## src/include/nobl_fifo_defines.svh

```systemverilog
// NoBL FIFO build-time sizes for the data path, the SRAM and the output side
`ifndef NOBL_FIFO_DEFINES_SVH
`define NOBL_FIFO_DEFINES_SVH

// Width of one stored word as it sits in the SRAM
`define NOBL_DATA_W 18

// SRAM address width, which also sets the pointer and level width
// Six bits keep the full condition short enough to reach in simulation
`define NOBL_ADDR_W 6

// Entries in the read pacer's output buffer, a power of two
`define NOBL_OUTBUF_DEPTH 8

// Cycles from an accepted read request to the controller's valid strobe
`define NOBL_RD_LATENCY 4

`endif

```

## src/design/nobl_fifo_pkg.sv

```systemverilog
// NoBL FIFO shared types for words, pointers, access requests and SRAM pins
`include "nobl_fifo_defines.svh"

package nobl_fifo_pkg;

	// One data word as stored in the SRAM
	typedef logic [`NOBL_DATA_W-1:0] nobl_word_t;

	// SRAM address and FIFO pointer
	typedef logic [`NOBL_ADDR_W-1:0] nobl_addr_t;

	// Count of words held in the SRAM
	// The all-ones value marks the buffer as full
	typedef logic [`NOBL_ADDR_W-1:0] nobl_level_t;

	// Kind of access carried through the controller pipeline
	typedef enum logic [1:0]
	{
		OP_IDLE  = 2'd0,
		OP_WRITE = 2'd1,
		OP_READ  = 2'd2
	} nobl_op_e;

	// One access request from the pointer logic to the SRAM controller
	typedef struct packed
	{
		nobl_op_e   op;
		nobl_addr_t addr;
		nobl_word_t wdata;
	} nobl_req_t;

	// Everything the controller drives toward the SRAM
	// All control strobes are active low as on the device
	typedef struct packed
	{
		nobl_addr_t addr;
		logic       we_n;
		logic       cen_n;
		logic       ld_n;
		logic       oe_n;
		logic       ce1_n;
		logic       d_oe;
		nobl_word_t d_out;
	} nobl_pins_t;

endpackage

```

## src/design/nobl_fifo.sv

```systemverilog
// NoBL FIFO pointer, level and flag logic that shares one SRAM port between writes and reads
`timescale 1ns/10ps

module nobl_fifo
	import nobl_fifo_pkg::*;
(
	input  logic        clk,
	input  logic        rst,
	input  nobl_word_t  in_data,
	input  logic        in_valid,
	output logic        in_ready,
	input  logic        read_strobe,
	output logic        read_taken,
	output nobl_level_t level,
	output nobl_req_t   req
);

	// Highest level the SRAM can hold
	localparam nobl_level_t LEVEL_MAX = '1;

	nobl_addr_t  wr_ptr;
	nobl_addr_t  rd_ptr;
	nobl_level_t level_next;
	logic        data_avail;
	logic        write;
	logic        read;
	logic        read_only;

	// Both flags are registered so a handshake here never waits on the SRAM side
	assign write = in_valid && in_ready;
	assign read = read_strobe && data_avail;

	// On a collision the write wins the port
	// The read strobe stays up and the read goes through next cycle
	assign read_only = read && !write;

	// The pacer spends a credit only when its read really reached the SRAM
	assign read_taken = read_only;

	// Level after this cycle's accesses
	// A collision adds a word and removes none
	always_comb
	begin
		level_next = level + nobl_level_t'(write) - nobl_level_t'(read_only);
	end

	always_ff @(posedge clk)
	begin
		if (rst)
		begin
			wr_ptr <= '0;
			rd_ptr <= '0;
			level <= '0;
			in_ready <= 1'b1;
			data_avail <= 1'b0;
		end
		else
		begin
			wr_ptr <= wr_ptr + nobl_addr_t'(write);
			rd_ptr <= rd_ptr + nobl_addr_t'(read_only);
			level <= level_next;
			// Look one cycle ahead so the last free word closes the input in time
			// A collision also closes it for one cycle to let the deferred read through
			in_ready <= (level_next != LEVEL_MAX) && !(read && write);
			// Look ahead the same way at the last stored word so no read runs dry
			data_avail <= (level_next != '0);
		end
	end

	// Request toward the controller, built in the cycle of the handshake
	always_comb
	begin
		req.wdata = in_data;
		if (write)
		begin
			req.op = OP_WRITE;
			req.addr = wr_ptr;
		end
		else if (read)
		begin
			req.op = OP_READ;
			req.addr = rd_ptr;
		end
		else
		begin
			// Idle cycles keep the read pointer on the bus to limit toggling
			req.op = OP_IDLE;
			req.addr = rd_ptr;
		end
	end

endmodule

```

## src/design/nobl_if.sv

```systemverilog
// NoBL SRAM controller that pipelines accesses onto the ZBT pins and returns read data
`timescale 1ns/10ps
`include "nobl_fifo_defines.svh"

module nobl_if
	import nobl_fifo_pkg::*;
(
	input  logic       clk,
	input  logic       rst,
	input  nobl_req_t  req,
	output nobl_pins_t pins,
	input  nobl_word_t ram_d_in,
	output nobl_word_t rd_data,
	output logic       rd_valid
);

	localparam int LAT = `NOBL_RD_LATENCY;
	// Stage that sits in the cycle before the write data phase
	localparam int WR_STAGE = 1;
	// Stage whose cycle carries read data from the SRAM
	localparam int CAP_STAGE = LAT - 2;

	// Opcode of each access in flight
	// Stage 0 is the address phase on the pins
	nobl_op_e   op_q [LAT];
	nobl_word_t wd_q [2];
	nobl_addr_t addr_q;
	nobl_word_t d_out_q;
	logic       we_n_q;
	logic       cen_n_q;
	logic       ld_n_q;
	logic       oe_n_q;
	logic       ce1_n_q;
	logic       d_oe_q;

	always_ff @(posedge clk)
	begin
		if (rst)
		begin
			for (int i = 0; i < LAT; i++)
			begin
				op_q[i] <= OP_IDLE;
			end
			we_n_q <= 1'b1;
			cen_n_q <= 1'b1;
			ld_n_q <= 1'b1;
			oe_n_q <= 1'b1;
			ce1_n_q <= 1'b1;
			d_oe_q <= 1'b0;
		end
		else
		begin
			op_q[0] <= req.op;
			for (int i = 1; i < LAT; i++)
			begin
				op_q[i] <= op_q[i-1];
			end
			// Without bursts every enabled cycle loads a fresh address
			cen_n_q <= (req.op == OP_IDLE);
			ld_n_q <= (req.op == OP_IDLE);
			we_n_q <= (req.op != OP_WRITE);
			ce1_n_q <= 1'b0;
			// The bus turns around only for the write data phase
			// The SRAM output is shut off in exactly those cycles
			d_oe_q <= (op_q[WR_STAGE] == OP_WRITE);
			oe_n_q <= (op_q[WR_STAGE] == OP_WRITE);
		end
	end

	// Address and write data travel down their own registers
	always_ff @(posedge clk)
	begin
		addr_q <= req.addr;
		wd_q[0] <= req.wdata;
		wd_q[1] <= wd_q[0];
		d_out_q <= wd_q[1];
		// Read data is sampled at the end of its data phase
		if (op_q[CAP_STAGE] == OP_READ)
		begin
			rd_data <= ram_d_in;
		end
	end

	// The strobe follows the capture by one stage
	assign rd_valid = (op_q[LAT-1] == OP_READ);

	assign pins = '{
		addr:  addr_q,
		we_n:  we_n_q,
		cen_n: cen_n_q,
		ld_n:  ld_n_q,
		oe_n:  oe_n_q,
		ce1_n: ce1_n_q,
		d_oe:  d_oe_q,
		d_out: d_out_q
	};

endmodule

```

## src/design/nobl_read_pacer.sv

```systemverilog
// NoBL read pacer that issues reads against output buffer credits and feeds a valid/ready stream
`timescale 1ns/10ps
`include "nobl_fifo_defines.svh"

module nobl_read_pacer
	import nobl_fifo_pkg::*;
(
	input  logic       clk,
	input  logic       rst,
	input  logic       read_taken,
	output logic       read_strobe,
	input  nobl_word_t rd_data,
	input  logic       rd_valid,
	output nobl_word_t out_data,
	output logic       out_valid,
	input  logic       out_ready
);

	localparam int DEPTH = `NOBL_OUTBUF_DEPTH;
	localparam int IDX_W = $clog2(DEPTH);
	localparam int CNT_W = $clog2(DEPTH + 1);

	// Free slots plus slots reserved for reads still in the SRAM pipeline
	logic [CNT_W-1:0] credits;
	// Words sitting in the output buffer
	logic [CNT_W-1:0] count;
	logic [IDX_W-1:0] wr_idx;
	logic [IDX_W-1:0] rd_idx;
	logic             pop;
	nobl_word_t       obuf_mem [DEPTH];

	// Each issued read already owns a slot, so returned words always fit
	assign read_strobe = (credits != '0);

	assign out_valid = (count != '0);
	assign pop = out_valid && out_ready;

	// The head entry only moves on a pop so stalled data holds still
	assign out_data = obuf_mem[rd_idx];

	always_ff @(posedge clk)
	begin
		if (rst)
		begin
			credits <= CNT_W'(DEPTH);
			count <= '0;
			wr_idx <= '0;
			rd_idx <= '0;
		end
		else
		begin
			// A slot is reserved at issue and freed when the word leaves
			credits <= credits - CNT_W'(read_taken) + CNT_W'(pop);
			count <= count + CNT_W'(rd_valid) - CNT_W'(pop);
			// Indices wrap by themselves since the depth is a power of two
			wr_idx <= wr_idx + IDX_W'(rd_valid);
			rd_idx <= rd_idx + IDX_W'(pop);
		end
	end

	// Returned words land in the slot after the last one written
	always_ff @(posedge clk)
	begin
		if (rd_valid)
		begin
			obuf_mem[wr_idx] <= rd_data;
		end
	end

endmodule

```

## src/design/nobl_fifo_top.sv

```systemverilog
// NoBL FIFO top level joining pointer logic, SRAM controller and read pacer
`timescale 1ns/10ps

module nobl_fifo_top
	import nobl_fifo_pkg::*;
(
	input  logic        clk,
	input  logic        rst,
	input  nobl_word_t  in_data,
	input  logic        in_valid,
	output logic        in_ready,
	output nobl_word_t  out_data,
	output logic        out_valid,
	input  logic        out_ready,
	output nobl_level_t level,
	output nobl_pins_t  pins,
	input  nobl_word_t  ram_d_in
);

	nobl_req_t  req;
	logic       read_strobe;
	logic       read_taken;
	nobl_word_t rd_data;
	logic       rd_valid;

	// Write side and read side meet here on the single SRAM port
	nobl_fifo u_fifo
	(
		.clk         (clk),
		.rst         (rst),
		.in_data     (in_data),
		.in_valid    (in_valid),
		.in_ready    (in_ready),
		.read_strobe (read_strobe),
		.read_taken  (read_taken),
		.level       (level),
		.req         (req)
	);

	// Turns each request into ZBT pin activity and collects read data
	nobl_if u_if
	(
		.clk      (clk),
		.rst      (rst),
		.req      (req),
		.pins     (pins),
		.ram_d_in (ram_d_in),
		.rd_data  (rd_data),
		.rd_valid (rd_valid)
	);

	// Keeps reads in step with room downstream
	nobl_read_pacer u_pacer
	(
		.clk         (clk),
		.rst         (rst),
		.read_taken  (read_taken),
		.read_strobe (read_strobe),
		.rd_data     (rd_data),
		.rd_valid    (rd_valid),
		.out_data    (out_data),
		.out_valid   (out_valid),
		.out_ready   (out_ready)
	);

endmodule

```

## config.mk

```make
export PLATFORM = sky130hd
export DESIGN_NAME = nobl_fifo_top
export DESIGN_NICKNAME = d
export VERILOG_FILES = /design/src/design/nobl_fifo_pkg.sv /design/src/design/nobl_fifo.sv /design/src/design/nobl_if.sv /design/src/design/nobl_read_pacer.sv /design/src/design/nobl_fifo_top.sv
export VERILOG_INCLUDE_DIRS = /design/src /design/src/include
export SDC_FILE = /design/constraint.sdc
export NUM_CORES = 1
export LEC_CHECK = 0
export BUFFER_PORTS_ARGS = -buffer_cell sky130_fd_sc_hd__buf_4
export CAP_MARGIN = 20
export CORE_AREA = 2 2 157 159
export CTS_CLUSTER_DIAMETER = 50
export CTS_CLUSTER_SIZE = 12
export DETAILED_ROUTE_END_ITERATION = 12
export DIE_AREA = 0 0 159 161
export GPL_TIMING_DRIVEN = 0
export SETUP_SLACK_MARGIN = 0.3
export SYNTH_ARGS = -nofsm -noshare
export SYNTH_HDL_FRONTEND = slang
export SYNTH_SLANG_ARGS = --single-unit
```

## constraint.sdc

```tcl
create_clock -name clk -period 7.1 [get_ports clk]
set_input_delay 0.355 -clock clk [delete_from_list [all_inputs] [get_ports clk]]
set_output_delay 0.355 -clock clk [all_outputs]
set_load 0.01 [all_outputs]
```

==> reports/metrics.cfg <==
[outcome]
outcome=completed

[grt]
grt_pass1_vias=5203
antenna_found_initial=1
grt_pass1_wl_um=27800
grt.overflow.total=0
grt.total_usage_pct=13.8
grt_max_degree=15

[yosys]
avgSynthCellArea_um2=18.5
synth-seq-cells=269
synth_top_cell_by_area=edfxtp_1
synthesis.nets=573
synthFlopType=edfxtp_1
synth_area_um2=9420
synth_cell_type_count=34
synthTopCellsByArea=edfxtp_1 52%, dfxtp_1 23%, mux4_1 10%, ha_1 2.8%, mux2_2 2.7%
synth-edff-count=162
seq_area_frac_synth_pct=74.4
yosys_warnings=0
synthArstFlopShare_pct=0
syn_inst=509
synth_top_area_share_pct=51.6

[setup_path]
setup.reg_to_reg.worst_slack_ns=4.27
arrival_ns=2.54
start_kind=flop
worstSetupEndpointType=output pin
worstPathRequired_ns=6.74
crit_path_max_fanout=10
path_class=flop to output pin

[clocking]
cts_root_buffer=clkbuf_16
post_cts_resized=0
htree_levels=1
clk_path_buf_depth=3
worstSkewPairLatency_ns=0.54
clk_pin_slew_ns=0.05
cts_tree=yes
clock-sinks=269
numCtsBuffers=30

[placed_design]
place_area_um2=10800
port_buffers=95
dp_hpwl_um=11300
place_ws_ns=4.22
place.gp.congestion=0.750

[sta]
worst_pin_slew_ns=0.811
setup_viol=0
hold_viol=0
fin_crit_sh_pct=40.7
rsz0062_at_grt=false
period_needed_ns=2.89
layout_setup_ws_ns=4.21
setup_tns_ns=0
finClkSkew_ns=0.0133
clock.fmax_mhz=346
drv_slew=0
max_slew_margin_pct=45.8

[die]
start_util_pct=39.3
io_pins=96
dieWidth_um=159
rows=57
core_area_um2=24000
fp.dieH_um=161
design.die.area_um2=25600

[layout]
final_core_util_pct=50.3
drive_above_1_share_pct=27.7
final_common_cell=edfxtp_1
fin_area_um2=12100
layout_common_cells=162 x edfxtp_1, 107 x dfxtp_1, 101 x buf_4
area_delta_synth_final_pct=28.0
fillers=1996
fin_nets=748

[power_and_ir_drop]
power.leakage_nw=4.54
vdd_drop_max_mv=0.238
p_per_area_nw_per_um2=338

[drt]
dr.pass1.iters=4
drt_wl_total_um=17600
drc=0
drtAntennaViolNets=0
vias=4787
drt_iter0_markers=181
post_drt_wl_per_cell_um=17.1
via_per_inst=4.67

[worst_hold_path]
hold_class=flop to flop

[flow_run]
cap_violations=0

## state kept, by name, summed over array words and instances (netlist names)
signal / cells
u_fifo.data_avail: 1
u_fifo.in_ready: 1
u_fifo.level: 6
u_fifo.rd_ptr: 6
u_fifo.wr_ptr: 6
u_if.addr_q: 6
u_if.ce1_n_q: 1
u_if.cen_n_q: 1
u_if.d_oe_q: 1
u_if.d_out_q: 18
u_if.oe_n_q: 1
u_if.op_q: 8
u_if.rd_data: 18
u_if.wd_q: 36
u_if.we_n_q: 1
u_pacer.count: 4
u_pacer.credits: 4
u_pacer.obuf_mem: 144
u_pacer.rd_idx: 3
u_pacer.wr_idx: 3
## path summary, 6_finish.rpt
check	cells after the start	to	from
setup reg to reg	11	u_fifo.in_ready	u_pacer.credits[2]
hold reg to reg	0	u_if.d_out_q[1]	u_if.wd_q[1][1]
hold / removal	0	u_if.d_out_q[1]	u_if.wd_q[1][1]
setup / recovery	5	out_data[6]	u_pacer.rd_idx[1]
## layout make-up
type | instances | area (um^2) | share of cell area (%)
clock inverters | 13 | 125 | 1.04
diodes | 1 | 2.50 | 0.0207
flip-flops and latches | 269 | 7010 | 58.1
multi-input cells | 200 | 2240 | 18.5
clock buffers | 36 | 795 | 6.59
plain buffers | 20 | 131 | 1.09
repair buffers | 143 | 1280 | 10.6
well taps | 324 | 405 | 3.36
inverters | 20 | 75.1 | 0.622
## per-layer routing
layer,vias up,wire [um],GRT usage [%]
met5,-,0,0
met4,0,433,3.93
met3,34,917,3.18
met2,123,8810,24.8
met1,2372,7410,16.6
li1,2258,-,-
## cell families after synthesis
logic type / synth area share, %
AO/OA/AOI/OAI: 1.02
XOR/XNOR: 1.77
adder cells (fa/ha/maj): 3.43
buffers and inverters: 2.19
flip-flops: 74.4
multiplexers: 12.8
AND/OR/NAND/NOR: 4.45
## synthesized netlist by cell type, types with 2 or more instances
library cell and count:
mux2_2 23, a21o_1 5, nand3_1 7, nor2b_1 20, buf_1 4, or2_2 3, inv_1 20, nand2b_1 3
ha_1 21, a21oi_1 5, nor3_1 4, dfxtp_1 107, clkbuf_1 3, xnor2_1 8, and2_1 4, nand4_1 2
nor2_1 27, buf_2 2, and3_1 2, fa_1 3, buf_4 6, edfxtp_1 162, xor2_1 11, buf_6 4
nand2_1 9, mux4_1 36
## per-stage QoR
stage	total power [mW]	std cells	hold slack, ns
global placement	2.63	928	0.310
finish	4.08	1026	0.325
detailed placement	2.66	939	0.312
floorplan	2.38	509	0.310
global route	4.28	1026	0.330
CTS	4.13	1025	0.326
## report_power, final
| group | switching (mW) | total (mW) | internal (mW) |
|---|---|---|---|
| combinational | 0.398 | 0.850 | 0.453 |
| sequential | 0.0476 | 1.78 | 1.74 |
| clock | 0.580 | 1.44 | 0.862 |
## timing repair
item                                   4_1_cts  5_1_grt
endpoints found under the hold margin       37        0
hold buffers                                37        0
buffers inserted                             0        0
## worst max-delay path: stages (launching register included)
cell and delay, ns:
dfxtp_1 0.34, clkbuf_2 0.25, buf_1 0.56, mux4_1 0.40
mux2_2 0.30, buf_4 0.15
Note: power is estimated with default switching activity, not from simulation.
